--- config.mk ---
export PLATFORM = sky130hd
export DESIGN_NAME = dcache_refill
export DESIGN_NICKNAME = d
export VERILOG_FILES = /design/src/dcache_pkg.sv /design/src/dcache_refill.sv
export VERILOG_INCLUDE_DIRS = /design/src
export SDC_FILE = /design/constraint.sdc
export NUM_CORES = 1
export LEC_CHECK = 0
export BUFFER_PORTS_ARGS = -buffer_cell sky130_fd_sc_hd__buf_2
export CAP_MARGIN = 30
export CORE_AREA = 2 2 229 231
export CTS_CLUSTER_DIAMETER = 120
export CTS_CLUSTER_SIZE = 30
export DETAILED_ROUTE_END_ITERATION = 10
export DIE_AREA = 0 0 231 233
export GPL_TIMING_DRIVEN = 0
export PLACE_DENSITY = 0.69
export SLEW_MARGIN = 20
export SYNTH_ARGS = -nofsm -noshare
export SYNTH_HDL_FRONTEND = slang
export SYNTH_SLANG_ARGS = --single-unit
--- constraint.sdc ---
create_clock -name clk -period 2.2 [get_ports clk]
set_input_delay 0.22 -clock clk [delete_from_list [all_inputs] [get_ports clk]]
set_output_delay 0.22 -clock clk [all_outputs]
set_load 0.01 [all_outputs]
--- src/dcache_defs.svh ---
`ifndef DCACHE_DEFS_SVH
`define DCACHE_DEFS_SVH

// Address is split into tag, index, word offset and byte
`define DC_ADDR_W    32
`define DC_TAG_W     19
`define DC_INDEX_W   7
`define DC_OFFSET_W  4

// Line geometry
`define DC_LINES     128
`define DC_WORDS     16   // Also the burst length

`define DC_WORD_W    32
`define DC_BE_W      4

`endif
--- src/dcache_pkg.sv ---
`include "dcache_defs.svh"

package dcache_pkg;

    typedef logic [`DC_TAG_W-1:0]    tag_t;
    typedef logic [`DC_INDEX_W-1:0]  index_t;
    typedef logic [`DC_OFFSET_W-1:0] offset_t;
    typedef logic [`DC_WORD_W-1:0]   word_t;

    typedef logic [`DC_WORDS-1:0][`DC_WORD_W-1:0] line_t;

    typedef enum logic [3:0] {
        IDLE,
        MISS_SHAKE,
        MISS_RECEIVE,
        WB_WAIT,
        COMMIT
    } ctrl_state_t;

    typedef enum logic [2:0] {
        WB_IDLE,
        WB_SHAKE,
        WB_SEND,
        WB_RESULT
    } wb_state_t;

    // Byte-enable merge of a store into an existing word
    function automatic word_t merge_bytes(input word_t old_word, input word_t new_word,
                                          input logic [`DC_BE_W-1:0] be);
        word_t mask;
        for (int i = 0; i < `DC_BE_W; i++) begin
            mask[8*i +: 8] = {8{be[i]}};
        end
        return (old_word & ~mask) | (new_word & mask);
    endfunction

endpackage

--- src/dcache_refill.sv ---
`timescale 1ns/1ps

`include "dcache_defs.svh"

module dcache_refill import dcache_pkg::*; (
    input  logic               clk,
    input  logic               rst,
    input  logic               active,
    input  logic               rvalid,
    input  word_t              rdata,
    input  offset_t            offset,
    input  logic [`DC_BE_W-1:0] dwen,
    input  word_t              wdata,
    output line_t              fill_line
);

    offset_t beat_cnt;
    line_t   buffer;

    always_ff @(posedge clk) begin
        if (rst || !active) begin
            beat_cnt <= '0;
        end else if (rvalid) begin
            beat_cnt <= beat_cnt + 1'b1;   // Wraps to zero after the last beat
        end
    end

    always_ff @(posedge clk) begin
        if (active && rvalid) begin
            if (|dwen && beat_cnt == offset) begin
                buffer[beat_cnt] <= merge_bytes(rdata, wdata, dwen);   // Store miss
            end else begin
                buffer[beat_cnt] <= rdata;
            end
        end
    end

    assign fill_line = buffer;

endmodule

==> flow_metrics.tcl <==
set metrics [dict create \
    status "completed" \
    cts_buffers 21 \
    place_ws_ps -841 \
    arrival_ps 2510 \
    drt-total-wl_microns 81200 \
    post-route-drc-count 0 \
    dieArea_sq_um 53800 \
    synth-seq-cells 516 \
    crit_required_ps 2530 \
    ir_worst_vdd_uv 559 \
    synth_fp_nets 1934 \
    htreeDepth 1 \
    slew_headroom_pct 51.1 \
    netlist_instances 1854 \
    clockBufferDepth 3 \
    fin_total_pwr_uw 16900 \
    placed_area_sq_um 25800 \
    p_leak_uw 0.0121 \
    grt-ovfl-total 0 \
    fin_cells 3240 \
    drt_first_pass_iters 9 \
    synth_most_common_cell "nor2_1" \
    maxCapViolations 0 \
    dp_hpwl_microns 57600 \
    ant_nets 0 \
    grt_first_pass_wirelength_microns 111000 \
    synth-warning-count 0 \
    critPathBufInv 5 \
    yosysSeqAreaShare_pct 71.5 \
    dp.cells 3130 \
    yosysTopAreaCellShare_pct 71.1 \
    avgSynthCellArea_sq_um 11.7 \
    clk_latency_ps 570 \
    skew_ps 30.1 \
    core-area_sq_um 51100 \
    nNetsFinal 2626 \
    fin_area_sq_um 28100 \
    clkTransAtPathRegs_ps 120 \
    ios 588 \
    die_h_microns 233 \
    ys.flop_type "edfxtp_1" \
    synth.distinct_cells 27 \
    wl_per_cell_microns 25.1 \
    track_usage_pct 28.9 \
    clock_sinks 516 \
    finalCritPeriodShare_pct 98.8 \
    grt_max_degree 32 \
    fin_ws_ps 25.5 \
    tritoncts "built" \
    synth_edf_count 512 \
    syn-cell-area_sq_um 21600 \
    viasPerCell 5.25 \
    final_layout_size_suffix_gt1_share_pct 36.6 \
    fillers 4381 \
    timing.hold.worst.class "input port to flop" \
    crit_path_end_kind "flop" \
    crit_type "flop to flop" \
    synth_area_leader_cell "edfxtp_1" \
    setup_viol 0 \
    slew_violations 0 \
    cp_max_fo 10 \
    die_width_microns 231 \
    clockRootBuffer "clkbuf_16" \
    syn_to_final_growth_pct 30.2 \
    cpMaxStageDelayCell "dfxtp_1" \
    grt_pass1_vias 15902 \
    async_flop_share_pct 0 \
    rows 83 \
    powerDensity_nw_per_um2 599 \
    synth.area.top_cells "edfxtp_1 71%, nor2_1 9.0%, nand2_1 8.9%" \
    vias 17014 \
    min_period_ps 2170 \
    worstMarginPinSlew_ps 733 \
    drt_iter0_markers 2073 \
    globalplace.congestion 0.919 \
    critical-path-max-stage-delay_ps 340 \
    crit_top_cell "buf_6" \
    start_util_pct 42.3 \
    antenna_found_initial 11 \
    crit_chain "clkbuf_8 > nor2b_4 > nor4_4 > buf_6 > and2_4 > buf_12 > clkbuf_16 > a21oi_4 > buf_6 > nor2_1" \
    fmax_mhz 460 \
    cp_top_family "buffers and inverters" \
    ys_top_cells_by_count "517 x nor2_1, 513 x nand2_1, 512 x edfxtp_1, 93 x clkbuf_1, 42 x buf_2" \
    portBuffers 582 \
    hold_violations 0 \
    crit_path_start_kind "flop" \
]
==> power breakdown <==
group,internal (uW),switching [uW]
clock network,1810,3000
logic,489,847
registers,10700,16.1
total,13000,3860
==> logic make-up after synthesis <==
| logic type | Yosys count | synth area share (%) |
|---|---|---|
| xor gates and xnor gates | 3 | 0.122 |
| DFF | 516 | 71.5 |
| buffers and inverters | 156 | 3.19 |
| adders and majority gates | 4 | 0.232 |
| and+or+nand+nor | 1110 | 21.2 |
| muxes | 33 | 1.53 |
| AOI/OAI and AO/OA | 32 | 2.27 |
==> per-layer routing <==
layer / wire (microns) / track usage (%) / share of wire, % / vias to the layer above
li1: - / - / - / 7517
met1: 32500 / 39.6 / 40 / 8282
met2: 38400 / 46.5 / 47 / 1072
met3: 7560 / 5.17 / 9.3 / 143
met4: 2770 / 10.0 / 3.4 / 0
met5: 0 / 0 / 0 / -
==> flip-flops by register name, summed over array words and instances, names as in the netlist <==
register and cells:
beat_cnt 4, fill_line 512
==> worst reg2reg max path: stages (launching register included) <==
cell,delay (ps)
dfxtp_1,340
clkbuf_8,160
nor2b_4,170
nor4_4,40
buf_6,150
and2_4,150
buf_12,150
clkbuf_16,190
a21oi_4,320
buf_6,200
nor2_1,50
==> per-stage QoR <==
stage | setup TNS [ps] | util (%) | hold WS, ps
after global placement | -753000 | 50.0 | 562
after CTS | -71.6 | 54.2 | 0.154
after floorplan | -831 | - | 420
after detailed placement | -378490 | 50.6 | 568
after global routing | -37.8 | 55.1 | 9.67
final | 0 | 55.1 | 5.56
==> cells in the final DEF, fill, tap and decap left out, types with 2 or more instances in the layout <==
cell type | Yosys | final
clkbuf_2 | 0 | 42
clkbuf_1 | 93 | 23
mux2i_1 | 33 | 33
xor2_1 | 2 | 2
nand4_4 | 0 | 29
edfxtp_1 | 512 | 512
buf_16 | 0 | 3
and3_4 | 0 | 18
nor2b_2 | 0 | 2
nor2b_4 | 0 | 3
nor2b_1 | 10 | 5
buf_8 | 0 | 5
nor4_4 | 1 | 2
and2_1 | 12 | 7
and2_2 | 0 | 5
clkbuf_8 | 0 | 16
inv_1 | 2 | 2
nor2_1 | 517 | 505
diode_2 | 0 | 8
clkbuf_16 | 0 | 28
buf_2 | 42 | 597
a21oi_4 | 29 | 32
and3_1 | 20 | 4
buf_4 | 6 | 71
clkbuf_4 | 0 | 6
dfxtp_2 | 0 | 2
buf_12 | 0 | 28
nor2_2 | 0 | 11
buf_6 | 4 | 29
nand2_1 | 513 | 513
ha_1 | 4 | 4
nand4_1 | 3 | 3
==> final timing paths <==
check	slack [ps]	endpoint	depth (start not counted)	startpoint
worst max-delay path	30	fill_line[238]$_DFFE_PP_	10	beat_cnt[3]$_SDFFE_PP0P_
worst min-delay path	6	fill_line[158]$_DFFE_PP_	3	rdata[30]
worst max register to register	30	fill_line[238]$_DFFE_PP_	10	beat_cnt[3]$_SDFFE_PP0P_
worst min register to register	600	beat_cnt[1]$_SDFFE_PP0P_	2	beat_cnt[1]$_SDFFE_PP0P_
==> final cells by class <==
cell class	count	area [sq um]	share of cell area (%)
Buffer	144	1230	4.37
Inverter	2	7.51	0.0267
Timing Repair Buffer	677	4060	14.4
Clock inverter	1	30.0	0.107
Multi-Input combinational cell	1184	5940	21.1
Antenna cell	8	20.0	0.0711
Tap cell	680	851	3.02
Sequential cell	516	15500	54.9
Clock buffer	28	552	1.96
==> repair_timing <==
item                       4_1_cts  5_1_grt
hold endpoints to repair         4        0
hold buffers                     1        0
setup buffers                   62        9
pin swaps                       30        5
resized for setup              189       93
cloned                           4        7
setup endpoints to repair      933      701
Power figures use the tool's default switching activity.
