<file path="config.mk">
export PLATFORM = sky130hd
export DESIGN_NAME = dcache_writeback
export DESIGN_NICKNAME = d
export VERILOG_FILES = /design/src/dcache_pkg.sv /design/src/dcache_writeback.sv
export VERILOG_INCLUDE_DIRS = /design/src
export SDC_FILE = /design/constraint.sdc
export NUM_CORES = 1
export LEC_CHECK = 0
export BUFFER_PORTS_ARGS = -buffer_cell sky130_fd_sc_hd__clkbuf_2
export CORE_AREA = 8 8 234 236
export DETAILED_ROUTE_END_ITERATION = 8
export DIE_AREA = 0 0 242 244
export PLACE_DENSITY = 0.41
export SLEW_MARGIN = 0
export SYNTH_ARGS = -nofsm -noshare
export SYNTH_HDL_FRONTEND = slang
export SYNTH_SLANG_ARGS = --single-unit
</file>
<file path="constraint.sdc">
create_clock -name clk -period 3.08 [get_ports clk]
set_input_delay 0.616 -clock clk [delete_from_list [all_inputs] [get_ports clk]]
set_output_delay 0.616 -clock clk [all_outputs]
set_load 0.005 [all_outputs]
</file>
<file path="src/dcache_defs.svh">
`ifndef DCACHE_DEFS_SVH
`define DCACHE_DEFS_SVH

// Address is split into tag, index, word offset and byte
`define DC_ADDR_W    32
`define DC_TAG_W     19
`define DC_INDEX_W   7
`define DC_OFFSET_W  4

// Line geometry
`define DC_LINES     128
`define DC_WORDS     16   // Also the burst length

`define DC_WORD_W    32
`define DC_BE_W      4

`endif
</file>
<file path="src/dcache_pkg.sv">
`include "dcache_defs.svh"

package dcache_pkg;

    typedef logic [`DC_TAG_W-1:0]    tag_t;
    typedef logic [`DC_INDEX_W-1:0]  index_t;
    typedef logic [`DC_OFFSET_W-1:0] offset_t;
    typedef logic [`DC_WORD_W-1:0]   word_t;

    typedef logic [`DC_WORDS-1:0][`DC_WORD_W-1:0] line_t;

    typedef enum logic [3:0] {
        IDLE,
        MISS_SHAKE,
        MISS_RECEIVE,
        WB_WAIT,
        COMMIT
    } ctrl_state_t;

    typedef enum logic [2:0] {
        WB_IDLE,
        WB_SHAKE,
        WB_SEND,
        WB_RESULT
    } wb_state_t;

    // Byte-enable merge of a store into an existing word
    function automatic word_t merge_bytes(input word_t old_word, input word_t new_word,
                                          input logic [`DC_BE_W-1:0] be);
        word_t mask;
        for (int i = 0; i < `DC_BE_W; i++) begin
            mask[8*i +: 8] = {8{be[i]}};
        end
        return (old_word & ~mask) | (new_word & mask);
    endfunction

endpackage

</file>
<file path="src/dcache_writeback.sv">
`timescale 1ns/1ps

`include "dcache_defs.svh"

module dcache_writeback import dcache_pkg::*; (
    input  logic                  clk,
    input  logic                  rst,
    input  logic                  wb_start,
    input  tag_t                  victim_tag,
    input  index_t                index,
    input  line_t                 victim_line,
    output logic [`DC_ADDR_W-1:0] daddr_wreq,
    output logic                  write_en,
    output logic                  dwvalid,
    output logic                  dwlast,
    output logic [`DC_BE_W-1:0]   write_byte_en,
    output word_t                 dwdata,
    input  logic                  daddr_wreq_ok,
    input  logic                  ddata_wready,
    input  logic                  ddata_bvalid,
    output logic                  wb_busy
);

    wb_state_t state, state_nxt;
    tag_t      tag_q;
    index_t    index_q;
    offset_t   out_cnt;

    always_ff @(posedge clk) begin
        if (rst) begin
            state <= WB_IDLE;
        end else begin
            state <= state_nxt;
        end
    end

    always_ff @(posedge clk) begin
        if (wb_start) begin
            tag_q   <= victim_tag;
            index_q <= index;
        end
    end

    always_ff @(posedge clk) begin
        if (rst || state != WB_SEND) begin
            out_cnt <= '0;
        end else if (ddata_wready) begin
            out_cnt <= out_cnt + 1'b1;
        end
    end

    always_comb begin
        state_nxt = state;
        write_en  = 1'b0;
        dwvalid   = 1'b0;
        dwlast    = 1'b0;
        case (state)
            WB_IDLE: begin
                if (wb_start) begin
                    state_nxt = WB_SHAKE;
                end
            end
            WB_SHAKE: begin
                write_en = 1'b1;
                if (daddr_wreq_ok) begin
                    state_nxt = WB_SEND;
                end
            end
            WB_SEND: begin
                dwvalid = 1'b1;
                dwlast  = &out_cnt;
                if (dwlast && ddata_wready) begin
                    state_nxt = WB_RESULT;
                end
            end
            WB_RESULT: begin
                if (ddata_bvalid) begin
                    state_nxt = WB_IDLE;
                end
            end
            default: state_nxt = WB_IDLE;
        endcase
    end

    assign daddr_wreq    = {tag_q, index_q, {(`DC_OFFSET_W + 2){1'b0}}};
    assign dwdata        = victim_line[out_cnt];   // RAM still holds the victim here
    assign write_byte_en = {`DC_BE_W{dwvalid}};
    assign wb_busy       = (state != WB_IDLE);

    assert property (@(posedge clk) disable iff (rst) dwlast |-> dwvalid)
        else $error("dwlast without dwvalid");

    // Controller must wait for the previous victim before issuing another
    assert property (@(posedge clk) disable iff (rst) wb_start |-> !wb_busy)
        else $error("wb_start while write-back busy");

endmodule

</file>
==> impl_metrics.yaml <==
detailed_routing:
  viasPerCell: 3.89
  dr.pass1.iters: 4
  detail-route-antenna-nets: 0
  vias: 6305
  wl_per_cell_microns: 22.4
  routed_wl_mm: 36.3
  drc: 0
  drtIter0Drc: 251
power:
  power.density_nw_per_um2: 233
  p_leak_nw: 4.07
  p_clk_share_pct: 24.9
  p_sw_uw: 670
  pwr-share-seq_pct: 26.1
  p_int_mw: 1.43
  comb_power_share_pct: 49.0
  max-vdd-ir-drop_uv: 269
  swShare_pct: 31.9
setup_path:
  cp-start-kind: "flip-flop"
  worstSetupStartpoint: "out_cnt[1]$_SDFFE_PP0P_"
  critPathMaxFanout: 37
  worstPathArrival_ns: 2.19
  crit_path_end_kind: "output pin"
  r2r-start: "out_cnt[1]$_SDFFE_PP0P_"
  crit_required_ns: 2.46
  crit_type: "reg -> out"
placement:
  placed_cells: 1613
  hpwlAfterDp_mm: 32.7
  portBuffers: 609
  placed_area_sq_um: 8860
  place_congestion: 0.866
cells_and_area:
  layout_commonest_cell: "clkbuf_2"
  nets: 1489
  syn2layout_area_growth_pct: 77.6
  final_area_sq_um: 9010
  layout_common_cells: "clkbuf_2, mux4_2, o22ai_1"
  final_core_util_pct: 17.7
  layout-drive-gt1-share_pct: 79.9
  fin_cells: 1622
yosys:
  post_synth.cell_area_avg_sq_um: 14.7
  synth_top_area_share_pct: 44.4
  netlist_top_cells_area: "mux4_2, edfxtp_1, mux4_1"
  synth_warnings: 0
  ys_ff_latch: 32
  syn_area_sq_um: 5070
  synth_top_area_cell: "mux4_2"
  yosysSeqAreaShare_pct: 17.8
  synth_cell_type_count: 26
  netlist_instances: 346
cts:
  cts_tree: "done"
  cts.sinks: 32
  holdBufCountCts: 0
  clockRootBuffer: "clkbuf_16"
  cts.path.max_buffers: 2
  clkLatencyLatePin_ns: 0.29
  cts_made_buffers: 5
  cts_setup_buffers: 0
  htreeDepth: 2
  clk_pin_slew_ns: 0.06
  cts_resized: 0
sta:
  whs_ns: 0.497
  tns_ns: 0
  rsz0062_at_grt: "false"
  skew_ns: 0.00782
  hold_viol: 0
  setup_viol: 0
  period_minus_slack_ns: 2.81
  max_freq_mhz: 356
  slew_headroom_pct: 62.0
  worst_pin_slew_ns: 0.569
  finalCritPeriodShare_pct: 91.2
  slew_viol_final: 0
hold_path:
  hold_path_startpoint: "victim_tag[3]"
  hold_path.class: "in -> reg"
grt:
  grt_pass1_vias: 7398
  grt_max_degree: 39
  grt_first_pass_wirelength_mm: 51.5
  antenna_found_initial: 1
  gr-total-overflow: 0
  grt_usage_pct: 11.6
die:
  die_height_microns: 244
  ios: 616
  dieArea_sq_um: 59000
  num_rows: 83
  start_util_pct: 9.97
  die_w_microns: 242
  core_area_sq_um: 50900
flow_run:
  timing.max_cap.violations: 0
outcome:
  status: "finished clean"
## metal layers
layer  wire (microns)  global-route usage [%]
met1            13600                    12.9
met3             3080                    3.53
met4              745                    2.71
met2            18800                    21.5
met5                0                       0
## cell families (layout without fill, tap and decap cells)
family | after synthesis | after routing | synth area share [%]
buffers and inverters | 58 | 648 | 8.49
AO/OA/AOI/OAI | 66 | 66 | 8.36
adder cells (fa/ha/maj) | 5 | 5 | 1.23
flip-flops | 32 | 32 | 17.8
AND/OR/NAND/NOR | 51 | 51 | 4.27
other | 1 | 7 | 0.0739
multiplexers | 130 | 130 | 59.3
XOR/XNOR | 3 | 3 | 0.518
## power groups by stage
stage	combinational [mW]	clock, mW	sequential, mW
global placement	1.04	0	0.557
detailed placement	1.05	0	0.559
finish	1.03	0.523	0.548
global route	1.12	0.558	0.554
CTS	1.06	0.540	0.550
floorplan	0.489	0	0.542
## state kept, by name (all words and copies together), names as in the netlist
name and flops:
index_q 7, out_cnt 4, state 2, tag_q 19
## critical path: stages (launching register included)
cell and delay (ns):
dfxtp_4 0.49, buf_12 0.27, mux4_1 0.59, o22ai_1 0.27, nor2_1 0.09, clkbuf_2 0.12
## path summary, 6_finish.rpt
kind | slack, ns | depth (start not counted) | endpoint
worst max-delay path | 0.27 | 5 | dwdata[18]
worst min-delay path | 0.50 | 1 | tag_q[3]$_DFFE_PP_
worst max register to register | 1.10 | 6 | state[1]$_SDFFE_PP0P_
worst min register to register | 0.53 | 2 | state[0]$_SDFFE_PP0P_
## Yosys cell counts
library cell / number
buf_12: 6
dfxtp_1: 6
mux2i_1: 2
o41ai_1: 1
buf_6: 5
nand2b_1: 2
buf_1: 1
xor2_1: 2
or2_1: 1
buf_2: 17
inv_1: 4
nor2b_1: 3
nor2_1: 39
buf_4: 15
o22ai_1: 64
nand2_1: 3
xnor2_1: 1
mux4_1: 28
clkbuf_1: 10
mux4_2: 100
nand4_1: 2
edfxtp_1: 26
and4_1: 1
conb_1: 1
a2111oi_2: 1
ha_1: 5
## area by class of cell
class                      count  area, sq um
antenna                        1         2.50
fill                        5683        41900
tap                          680          851
timing repair buffer         636         3310
inverter                       4         15.0
clock buffer                   5          125
sequential                    32          912
multi-input combinational    261         3770
clock inverter                 3         23.8
## stage by stage
step	total power, mW	worst slack (ns)
CTS	2.15	0.221
global route	2.24	0.123
finish	2.10	0.271
floorplan	1.03	1.00
detailed placement	1.61	0.555
global placement	1.60	0.559
Note: power is estimated with default switching activity, not from simulation.
