## src/dcache_defs.svh

```systemverilog
`ifndef DCACHE_DEFS_SVH
`define DCACHE_DEFS_SVH

// Address is split into tag, index, word offset and byte
`define DC_ADDR_W    32
`define DC_TAG_W     19
`define DC_INDEX_W   7
`define DC_OFFSET_W  4

// Line geometry
`define DC_LINES     128
`define DC_WORDS     16   // Also the burst length

`define DC_WORD_W    32
`define DC_BE_W      4

`endif
```

## src/dcache_pkg.sv

```systemverilog
`include "dcache_defs.svh"

package dcache_pkg;

    typedef logic [`DC_TAG_W-1:0]    tag_t;
    typedef logic [`DC_INDEX_W-1:0]  index_t;
    typedef logic [`DC_OFFSET_W-1:0] offset_t;
    typedef logic [`DC_WORD_W-1:0]   word_t;

    typedef logic [`DC_WORDS-1:0][`DC_WORD_W-1:0] line_t;

    typedef enum logic [3:0] {
        IDLE,
        MISS_SHAKE,
        MISS_RECEIVE,
        WB_WAIT,
        COMMIT
    } ctrl_state_t;

    typedef enum logic [2:0] {
        WB_IDLE,
        WB_SHAKE,
        WB_SEND,
        WB_RESULT
    } wb_state_t;

    // Byte-enable merge of a store into an existing word
    function automatic word_t merge_bytes(input word_t old_word, input word_t new_word,
                                          input logic [`DC_BE_W-1:0] be);
        word_t mask;
        for (int i = 0; i < `DC_BE_W; i++) begin
            mask[8*i +: 8] = {8{be[i]}};
        end
        return (old_word & ~mask) | (new_word & mask);
    endfunction

endpackage

```

## src/dcache_ctrl.sv

```systemverilog
`timescale 1ns/1ps

`include "dcache_defs.svh"

module dcache_ctrl import dcache_pkg::*; (
    input  logic                  clk,
    input  logic                  rst,
    input  logic                  den,
    input  logic [`DC_BE_W-1:0]   dwen,
    input  logic [`DC_ADDR_W-1:0] daddr,
    input  word_t                 wdata,
    input  logic                  hit,
    input  logic                  victim_dirty,
    input  line_t                 rline,
    input  line_t                 fill_line,
    input  logic                  wb_busy,
    input  logic                  daddr_req_ok,
    input  logic                  ddata_rlast,
    output logic                  data_ok,
    output logic                  busy,
    output logic                  read_en,
    output logic [`DC_ADDR_W-1:0] daddr_req,
    output logic                  fill_commit,
    output logic                  fill_dirty,
    output logic                  store_hit,
    output logic                  wb_start,
    output logic                  ram_we,
    output logic                  refill_active,
    output line_t                 wline
);

    ctrl_state_t state, state_nxt;
    offset_t     offset;
    logic        store;
    line_t       merged;

    assign offset = daddr[`DC_OFFSET_W+1:2];
    assign store  = |dwen;

    always_ff @(posedge clk) begin
        if (rst) begin
            state <= IDLE;
        end else begin
            state <= state_nxt;
        end
    end

    // Hit line with the store folded in; a load leaves it unchanged
    always_comb begin
        merged         = rline;
        merged[offset] = merge_bytes(rline[offset], wdata, dwen);
    end

    assign wline      = (state == COMMIT) ? fill_line : merged;
    assign fill_dirty = store;

    always_comb begin
        state_nxt     = state;
        data_ok       = 1'b0;
        busy          = 1'b1;
        read_en       = 1'b0;
        daddr_req     = '0;
        fill_commit   = 1'b0;
        store_hit     = 1'b0;
        wb_start      = 1'b0;
        ram_we        = 1'b0;
        refill_active = 1'b0;
        case (state)
            IDLE: begin
                busy = den && !hit;
                if (den && hit) begin
                    data_ok   = 1'b1;
                    store_hit = store;
                    ram_we    = store;
                end else if (den) begin
                    read_en   = 1'b1;
                    daddr_req = {daddr[`DC_ADDR_W-1:`DC_OFFSET_W+2], {(`DC_OFFSET_W + 2){1'b0}}};
                    wb_start  = victim_dirty;   // Victim goes out alongside the refill
                    state_nxt = daddr_req_ok ? MISS_RECEIVE : MISS_SHAKE;
                end
            end
            MISS_SHAKE: begin
                read_en   = 1'b1;
                daddr_req = {daddr[`DC_ADDR_W-1:`DC_OFFSET_W+2], {(`DC_OFFSET_W + 2){1'b0}}};
                if (daddr_req_ok) begin
                    state_nxt = MISS_RECEIVE;
                end
            end
            MISS_RECEIVE: begin
                refill_active = 1'b1;
                if (ddata_rlast) begin
                    state_nxt = wb_busy ? WB_WAIT : COMMIT;
                end
            end
            WB_WAIT: begin
                if (!wb_busy) begin   // Victim fully read out of the RAM
                    state_nxt = COMMIT;
                end
            end
            COMMIT: begin
                data_ok     = 1'b1;
                fill_commit = 1'b1;
                ram_we      = 1'b1;
                state_nxt   = IDLE;
            end
            default: state_nxt = IDLE;
        endcase
    end

    assert property (@(posedge clk) disable iff (rst) (state != IDLE) |-> busy)
        else $error("busy low outside IDLE");

endmodule

```

## config.mk

```make
export PLATFORM = sky130hd
export DESIGN_NAME = dcache_ctrl
export DESIGN_NICKNAME = d
export VERILOG_FILES = /design/src/dcache_pkg.sv /design/src/dcache_ctrl.sv
export VERILOG_INCLUDE_DIRS = /design/src
export SDC_FILE = /design/constraint.sdc
export NUM_CORES = 1
export LEC_CHECK = 0
export BUFFER_PORTS_ARGS = -buffer_cell sky130_fd_sc_hd__clkbuf_2
export CAP_MARGIN = 25
export CORE_AREA = 2 2 650 652
export CTS_CLUSTER_DIAMETER = 60
export DETAILED_ROUTE_END_ITERATION = 6
export DIE_AREA = 0 0 652 654
export PLACE_DENSITY_LB_ADDON = 0.05
export SYNTH_ARGS = -nofsm -noshare
export SYNTH_HDL_FRONTEND = slang
export SYNTH_SLANG_ARGS = --single-unit
```

## constraint.sdc

```tcl
create_clock -name clk -period 4 [get_ports clk]
set_input_delay 0.6 -clock clk [delete_from_list [all_inputs] [get_ports clk]]
set_output_delay 0.6 -clock clk [all_outputs]
set_load 0.02 [all_outputs]
```

==> impl_metrics.xml, run 1 <==
<?xml version="1.0" encoding="UTF-8"?>
<metrics>
  <group name="outcome">
    <metric name="status" unit="">complete, no violations</metric>
  </group>
  <group name="routing">
    <metric name="routed-via-count" unit="">28536</metric>
    <metric name="route.antenna.remaining_nets" unit="">0</metric>
    <metric name="routed_wire_length_per_instance" unit="um">37.2</metric>
    <metric name="avgViaCountPerCell" unit="">3.02</metric>
    <metric name="post-route-drc-count" unit="">0</metric>
    <metric name="detail_route.iter0.violations" unit="">2076</metric>
    <metric name="routed_wl" unit="um">352000</metric>
    <metric name="detailed_router_iteration_count_before_antenna_repair" unit="">5</metric>
  </group>
  <group name="layout">
    <metric name="nNetsFinal" unit="">4983</metric>
    <metric name="share_of_post_route_cells_with_drive_strength_above_1" unit="%">61.1</metric>
    <metric name="area_growth" unit="%">154</metric>
    <metric name="layout.filler_cells" unit="">49713</metric>
    <metric name="final_cell_count_no_fill" unit="">9442</metric>
    <metric name="max_reg_flops" unit="">3</metric>
    <metric name="post-route-util" unit="%">8.31</metric>
    <metric name="reg.largest.list" unit="">state (3)</metric>
    <metric name="layout.cell_area.non_filler" unit="um^2">34800</metric>
    <metric name="top_register" unit="">state</metric>
    <metric name="final_common_cell" unit="">sky130_fd_sc_hd__clkbuf_2</metric>
    <metric name="most_frequent_cells_in_the_layout" unit="">1529 x sky130_fd_sc_hd__clkbuf_2, 476 x sky130_fd_sc_hd__buf_4, 287 x sky130_fd_sc_hd__o22ai_1</metric>
  </group>
  <group name="grt">
    <metric name="use_met3" unit="%">3.97</metric>
    <metric name="vias_in_the_first_global_route" unit="">29698</metric>
    <metric name="globalRoute.totalOverflow" unit="">0</metric>
    <metric name="grt.busiest_layer" unit="">met2</metric>
    <metric name="wire_length_of_the_first_global_routing_pass" unit="um">420000</metric>
    <metric name="groute.layer.met1.usage" unit="%">19.4</metric>
    <metric name="maximum_number_of_pins_on_one_net_before_global_route_repair" unit="">73</metric>
    <metric name="grtUsageTotal" unit="%">15.6</metric>
    <metric name="grt_use_met2" unit="%">28.2</metric>
    <metric name="antenna_violations_before_repair" unit="">180</metric>
  </group>
  <group name="placed_design">
    <metric name="port_buffers" unit="">1644</metric>
    <metric name="gpl.final_weighted_congestion" unit="">0.848</metric>
    <metric name="dp.cells" unit="">9393</metric>
    <metric name="place_hpwl" unit="um">318000</metric>
    <metric name="dp_slack" unit="ns">-0.223</metric>
    <metric name="placed_cell_area" unit="um^2">34500</metric>
  </group>
  <group name="worst_setup_path">
    <metric name="cp_data_arrival_time" unit="ns">3.38</metric>
    <metric name="worstSetupStartpointType" unit="">input pin</metric>
    <metric name="critical_path.max_stage_delay" unit="ns">0.52</metric>
    <metric name="critical_path.endpoint_type" unit="">output port</metric>
    <metric name="bufs_and_invs_on_worst_path" unit="">6</metric>
    <metric name="crit_chain" unit="">clkbuf_8 -&gt; buf_12 -&gt; buf_4 -&gt; mux4_2 -&gt; and2_1 -&gt; o31ai_4 -&gt; buf_4 -&gt; o21ai_1 -&gt; buf_4 -&gt; clkbuf_2</metric>
    <metric name="critPathMaxFanout" unit="">9</metric>
    <metric name="timing.critical_path.mode_cell" unit="">sky130_fd_sc_hd__buf_4</metric>
    <metric name="critical_path_required" unit="ns">3.40</metric>
    <metric name="crit_family" unit="">buffers and inverters</metric>
    <metric name="timing.critical_path.slowest_stage_cell" unit="">sky130_fd_sc_hd__mux4_2</metric>
    <metric name="setup.worst_path.class" unit="">input pin to output port</metric>
  </group>
  <group name="timing">
    <metric name="hold_violations" unit="">0</metric>
    <metric name="finalSetupViolCount" unit="">0</metric>
    <metric name="rsz0062_at_grt" unit="">true</metric>
    <metric name="pin_slew_with_the_least_headroom_to_its_limit" unit="ns">0.947</metric>
    <metric name="period_share" unit="%">99.4</metric>
    <metric name="slew_viol_final" unit="">0</metric>
    <metric name="period_needed" unit="ns">3.98</metric>
    <metric name="setup_slack_of_the_critical_path_after_layout" unit="ns">0.0235</metric>
    <metric name="fmax" unit="GHz">0.251</metric>
    <metric name="slew-limit-headroom" unit="%">36.9</metric>
    <metric name="fin_setup_tns" unit="ns">0</metric>
    <metric name="clock-skew-final" unit="ns">0.000786</metric>
  </group>
  <group name="floorplanning">
    <metric name="chipHeight" unit="um">654</metric>
    <metric name="boundaryPins" unit="">1653</metric>
    <metric name="dieWidth" unit="um">652</metric>
    <metric name="floorplan.die_area" unit="um^2">426000</metric>
    <metric name="floorplan.initialDensity" unit="%">3.27</metric>
    <metric name="std_cell_rows" unit="">238</metric>
    <metric name="core_area" unit="um^2">419000</metric>
  </group>
  <group name="clock_tree">
    <metric name="clock_path_buffers" unit="">2</metric>
    <metric name="holdBufCountCts" unit="">0</metric>
    <metric name="insertion_delay" unit="ns">0.22</metric>
    <metric name="numClockSinks" unit="">3</metric>
    <metric name="cts_made_buffers" unit="">3</metric>
    <metric name="ctsRootBufferMaster" unit="">sky130_fd_sc_hd__clkbuf_16</metric>
    <metric name="clock_tree.htree_level_count" unit="">1</metric>
    <metric name="clock_tree_from_tritoncts" unit="">done</metric>
    <metric name="cts.clk_slew.worst_paths" unit="ns">0.03</metric>
  </group>
  <group name="power">
    <metric name="power.density_cell_area" unit="nW/um^2">180</metric>
    <metric name="leak" unit="uW">0.0149</metric>
    <metric name="vdd_drop_max" unit="uV">79.5</metric>
  </group>
  <group name="synth">
    <metric name="synthSimpleGateAreaFrac" unit="%">11.6</metric>
    <metric name="async_reset_ff_share" unit="%">0</metric>
    <metric name="muxShareOfSynthArea" unit="%">19.6</metric>
    <metric name="syn_area_per_cell" unit="um^2">7.02</metric>
    <metric name="synthesis.area" unit="um^2">13700</metric>
    <metric name="xor_xnor_fraction_of_synth_area" unit="%">0</metric>
    <metric name="largest_family_of_logic_cells_by_synthesized_area" unit="">compound AO/OA/AOI/OAI gates</metric>
    <metric name="post_synth_num_cell_types" unit="">47</metric>
    <metric name="synth_enable_flop_cells" unit="">0</metric>
    <metric name="synth-seq-area-share" unit="%">0.438</metric>
    <metric name="synth_seq_cells" unit="">3</metric>
    <metric name="synthCells" unit="">1950</metric>
    <metric name="synthAdderAreaFrac" unit="%">0</metric>
    <metric name="ys_dominant_reg_cell" unit="">sky130_fd_sc_hd__dfxtp_1</metric>
    <metric name="synth_compound_area_share" unit="%">57.5</metric>
    <metric name="synth_warnings" unit="">0</metric>
  </group>
  <group name="run">
    <metric name="max_cap_viol" unit="">0</metric>
  </group>
  <group name="min_path">
    <metric name="holdCritPathClass" unit="">input pin to flop</metric>
  </group>
</metrics>
## per-layer routing
layer	routed length (um)	up-vias
li1	-	12079
met4	2530	68
met5	423	-
met2	176000	1465
met1	148000	14663
met3	23800	261
## path summary, 6_finish.rpt
kind                                             from                    end  slack, ns  cells past startpoint
worst max-delay path                         daddr[2]             wline[248]       0.02                     10
worst max register to register  state[0]$_SDFFE_PP0P_  state[0]$_SDFFE_PP0P_       2.37                      4
worst min-delay path                              rst  state[1]$_SDFFE_PP0P_       0.58                      2
worst min register to register  state[2]$_SDFFE_PP0P_  state[0]$_SDFFE_PP0P_       0.65                      2
## worst register-to-register path, cell delays in order (launching register included)
cell                        delay [ns]
sky130_fd_sc_hd__dfxtp_1          0.30
sky130_fd_sc_hd__buf_4            0.19
sky130_fd_sc_hd__or4_1            0.68
sky130_fd_sc_hd__o21ai_0          0.18
sky130_fd_sc_hd__a2111oi_0        0.14
## metrics by stage
| stage | power [uW] | hold WS, ns |
|---|---|---|
| 2_1_floorplan | 1960 | 0.555 |
| 3_3_place_gp | 6260 | 0.667 |
| 3_5_place_dp | 6230 | 0.646 |
| 4_1_cts | 6430 | 0.582 |
| 5_1_grt | 6590 | 0.591 |
| 6_report | 6260 | 0.584 |
## synthesized netlist by cell type (32+ instances only)
library cell | instances | area, um^2
sky130_fd_sc_hd__nand3_1 | 34 | 170
sky130_fd_sc_hd__nand2_1 | 63 | 236
sky130_fd_sc_hd__and2_1 | 60 | 375
sky130_fd_sc_hd__clkbuf_1 | 159 | 597
sky130_fd_sc_hd__a31oi_1 | 258 | 1610
sky130_fd_sc_hd__mux2_2 | 32 | 360
sky130_fd_sc_hd__buf_6 | 34 | 383
sky130_fd_sc_hd__o311a_1 | 32 | 320
sky130_fd_sc_hd__mux4_2 | 32 | 721
sky130_fd_sc_hd__nand2b_1 | 38 | 238
sky130_fd_sc_hd__buf_2 | 60 | 300
sky130_fd_sc_hd__o21ai_0 | 217 | 1090
sky130_fd_sc_hd__mux2i_1 | 160 | 1600
sky130_fd_sc_hd__o21ai_1 | 40 | 200
sky130_fd_sc_hd__o22ai_1 | 288 | 1800
sky130_fd_sc_hd__a22oi_1 | 288 | 2160
sky130_fd_sc_hd__nor2_1 | 33 | 124
## cell families after synthesis
family	after synthesis
mux	224
simple gates	280
compound gates	1159
buf+inv	283
other cells	1
flops	3
## area by class of cell
type,count,area [um^2],share of cell area [%]
sequential,3,60.1,0.172
timing repair buffer,2203,15200,43.5
tap,5520,6910,19.8
multi-input combinational,1669,12500,35.9
antenna,40,100,0.287
inverter,3,23.8,0.0682
clock buffer,4,78.8,0.226
## timing repair
action / CTS / global route
buffers inserted: 5 / 0
gates resized for setup: 36 / 14
pin swaps: 2 / 1
endpoints found under the setup margin: 38 / 14
## power by group
part           internal (uW)  leakage [uW]  switching [uW]
Clock                    131     0.0000384            26.8
Sequential              33.2     0.0000245            1.56
Combinational           2120        0.0149            3940
Note: power is estimated with default switching activity, not from simulation.
==> run 2, diff against run 1 <==
--- a/config.mk
+++ b/config.mk
@@ -6,12 +6,14 @@
 export SDC_FILE = /design/constraint.sdc
 export NUM_CORES = 1
 export LEC_CHECK = 0
-export BUFFER_PORTS_ARGS = -buffer_cell sky130_fd_sc_hd__clkbuf_2
 export CAP_MARGIN = 25
-export CORE_AREA = 2 2 650 652
+export CELL_PAD_IN_SITES_DETAIL_PLACEMENT = 0
+export CELL_PAD_IN_SITES_GLOBAL_PLACEMENT = 2
+export CORE_AREA = 2 2 640 642
 export CTS_CLUSTER_DIAMETER = 60
 export DETAILED_ROUTE_END_ITERATION = 6
-export DIE_AREA = 0 0 652 654
+export DIE_AREA = 0 0 642 644
+export DONT_BUFFER_PORTS = 1
 export PLACE_DENSITY_LB_ADDON = 0.05
 export SYNTH_ARGS = -nofsm -noshare
 export SYNTH_HDL_FRONTEND = slang
==> impl_metrics.xml, run 2 (synthesized netlist as in run 1, its figures left out) <==
<?xml version="1.0" encoding="UTF-8"?>
<metrics>
  <group name="outcome">
    <metric name="status" unit="">finished, violations left</metric>
    <metric name="violations" unit="">DRC, slew limit, setup timing</metric>
  </group>
  <group name="grt">
    <metric name="grtUsageTotal" unit="%">14.3</metric>
    <metric name="wire_length_of_the_first_global_routing_pass" unit="um">375000</metric>
    <metric name="antenna_violations_before_repair" unit="">107</metric>
    <metric name="globalRoute.totalOverflow" unit="">0</metric>
    <metric name="maximum_number_of_pins_on_one_net_before_global_route_repair" unit="">255</metric>
    <metric name="vias_in_the_first_global_route" unit="">24283</metric>
  </group>
  <group name="worst_setup_path">
    <metric name="critical_path.endpoint_type" unit="">output port</metric>
    <metric name="cp_data_arrival_time" unit="ns">3.67</metric>
    <metric name="timing.critical_path.slowest_stage_cell" unit="">sky130_fd_sc_hd__or4b_4</metric>
    <metric name="worstSetupStartpointType" unit="">input pin</metric>
    <metric name="critPathMaxFanout" unit="">254</metric>
    <metric name="crit_chain" unit="">or4b_4 -&gt; nand2_2 -&gt; buf_4 -&gt; o22ai_1 -&gt; a31oi_1 -&gt; buf_4 -&gt; buf_4</metric>
    <metric name="setup.worst_path.class" unit="">input pin to output port</metric>
    <metric name="critical_path_required" unit="ns">3.40</metric>
    <metric name="timing.critical_path.mode_cell" unit="">sky130_fd_sc_hd__buf_4</metric>
    <metric name="critical_path.max_stage_delay" unit="ns">1.02</metric>
  </group>
  <group name="floorplanning">
    <metric name="chipHeight" unit="um">644</metric>
    <metric name="boundaryPins" unit="">1653</metric>
    <metric name="floorplan.die_area" unit="um^2">413000</metric>
    <metric name="core_area" unit="um^2">408000</metric>
    <metric name="dieWidth" unit="um">642</metric>
    <metric name="floorplan.initialDensity" unit="%">3.36</metric>
    <metric name="std_cell_rows" unit="">235</metric>
  </group>
  <group name="timing">
    <metric name="fmax" unit="GHz">0.234</metric>
    <metric name="holdWs" unit="ns">0.451</metric>
    <metric name="slew-limit-headroom" unit="%">-28.9</metric>
    <metric name="clock-skew-final" unit="ns">0.00199</metric>
    <metric name="pin_slew_with_the_least_headroom_to_its_limit" unit="ns">1.93</metric>
    <metric name="period_needed" unit="ns">4.27</metric>
    <metric name="finalSetupViolCount" unit="">56</metric>
    <metric name="rsz0062_at_grt" unit="">true</metric>
    <metric name="hold_violations" unit="">0</metric>
    <metric name="slew_viol_final" unit="">76</metric>
    <metric name="period_share" unit="%">107</metric>
    <metric name="setup_slack_of_the_critical_path_after_layout" unit="ns">-0.268</metric>
  </group>
  <group name="routing">
    <metric name="top_layer" unit="">met5</metric>
    <metric name="met1Wirelength" unit="um">125000</metric>
    <metric name="route.antenna.remaining_nets" unit="">0</metric>
    <metric name="dr_wl_met3" unit="um">20700</metric>
    <metric name="detail_route.iter0.violations" unit="">2664</metric>
    <metric name="routed-via-count" unit="">23827</metric>
    <metric name="routed_wl" unit="um">314000</metric>
    <metric name="routed_wire_length_per_instance" unit="um">39.2</metric>
    <metric name="post-route-drc-count" unit="">3</metric>
    <metric name="routed-wl-met2" unit="um">162000</metric>
    <metric name="detailed_router_iteration_count_before_antenna_repair" unit="">7</metric>
    <metric name="avgViaCountPerCell" unit="">2.98</metric>
  </group>
  <group name="layout">
    <metric name="max_reg_flops" unit="">3</metric>
    <metric name="final_common_cell" unit="">sky130_fd_sc_hd__buf_4</metric>
    <metric name="nNetsFinal" unit="">3614</metric>
    <metric name="area_growth" unit="%">101</metric>
    <metric name="post-route-util" unit="%">6.76</metric>
    <metric name="top_register" unit="">state</metric>
    <metric name="reg.largest.list" unit="">state (3)</metric>
    <metric name="most_frequent_cells_in_the_layout" unit="">705 x sky130_fd_sc_hd__buf_4, 288 x sky130_fd_sc_hd__o22ai_1, 288 x sky130_fd_sc_hd__a22oi_1</metric>
    <metric name="share_of_post_route_cells_with_drive_strength_above_1" unit="%">41.0</metric>
  </group>
  <group name="power">
    <metric name="leak" unit="uW">0.00904</metric>
    <metric name="finalPower" unit="uW">4990</metric>
    <metric name="power.density_cell_area" unit="nW/um^2">181</metric>
    <metric name="vdd_drop_max" unit="uV">89.0</metric>
  </group>
  <group name="clock_tree">
    <metric name="numClockSinks" unit="">3</metric>
    <metric name="clock_tree.htree_level_count" unit="">1</metric>
    <metric name="clock_path_buffers" unit="">2</metric>
    <metric name="cts.clk_slew.worst_paths" unit="ns">0.03</metric>
    <metric name="cts_made_buffers" unit="">3</metric>
    <metric name="clock_tree_from_tritoncts" unit="">done</metric>
    <metric name="ctsRootBufferMaster" unit="">sky130_fd_sc_hd__clkbuf_16</metric>
    <metric name="post-cts-setup-buffer-count" unit="">0</metric>
    <metric name="insertion_delay" unit="ns">0.22</metric>
  </group>
  <group name="placed_design">
    <metric name="gpl.final_weighted_congestion" unit="">0.914</metric>
    <metric name="dp_slack" unit="ns">0.0874</metric>
    <metric name="place_hpwl" unit="um">274000</metric>
    <metric name="port_buffers" unit="">0</metric>
  </group>
  <group name="min_path">
    <metric name="holdCritPathClass" unit="">input pin to flop</metric>
  </group>
  <group name="run">
    <metric name="max_cap_viol" unit="">0</metric>
  </group>
</metrics>
[run 2: cell count changes in the layout (fill, tap and decap cells not counted), moves of 8 or more]
cell	before	now
sky130_fd_sc_hd__o21ai_0	198	158
sky130_fd_sc_hd__buf_4	476	705
sky130_fd_sc_hd__a22oi_1	280	288
sky130_fd_sc_hd__buf_12	191	126
sky130_fd_sc_hd__diode_2	40	31
sky130_fd_sc_hd__clkbuf_2	1529	0
sky130_fd_sc_hd__a31oi_2	9	26
sky130_fd_sc_hd__a22oi_2	8	0
sky130_fd_sc_hd__a31oi_1	248	232
sky130_fd_sc_hd__o21ai_1	57	73
sky130_fd_sc_hd__o21ai_2	2	26
[run 2: final cells by class]
type / instances / area (um^2)
multi-input combinational: 1669 / 12600
sequential: 3 / 60.1
fill: 48204 / 380000
inverter: 3 / 18.8
clock buffer: 4 / 78.8
antenna: 31 / 77.6
timing repair buffer: 834 / 7850
tap: 5451 / 6820
[run 2: repair_timing]
item	in CTS	in global routing
setup endpoints to repair	0	8
hold endpoints to repair	0	0
gates resized for setup	0	3
hold buffers	0	0
[run 2: final timing paths]
path | from | endpoint | slack (ns) | cells after the start
setup reg to reg | state[0]$_SDFFE_PP0P_ | state[0]$_SDFFE_PP0P_ | 2.19 | 4
hold reg to reg | state[2]$_SDFFE_PP0P_ | state[0]$_SDFFE_PP0P_ | 0.61 | 2
hold / removal | rst | state[1]$_SDFFE_PP0P_ | 0.45 | 1
setup / recovery | daddr[3] | wline[56] | -0.27 | 7
[run 2: where the power goes]
group          total [uW]  switching (uW)  internal, uW  leakage, uW
combinational        4800            3190          1610      0.00897
clock                 158            26.3           131    0.0000384
sequential           34.6            1.41          33.2    0.0000245
[run 2: per-layer routing]
| metal | up-vias | GRT usage [%] |
|---|---|---|
| li1 | 9303 | - |
| met1 | 12574 | 17.0 |
| met2 | 1674 | 26.4 |
| met3 | 268 | 3.29 |
| met4 | 8 | 1.96 |
| met5 | - | 0 |
[run 2: metrics by stage]
stage / instance area, um^2 / instances / setup TNS, ns
2_1_floorplan: 13700 / 1955 / 0
5_1_grt: 27500 / 7982 / 0
4_1_cts: 27500 / 7964 / 0
6_report: 27500 / 7995 / -4.73
3_5_place_dp: 27400 / 7960 / 0
3_3_place_gp: 27300 / 7957 / -8.26
[run 2: worst max-delay path, delay by kind of cell]
family	cells	cell delay, ns
compound gates	2	0.56
buf+inv	3	0.52
simple gates	2	1.17
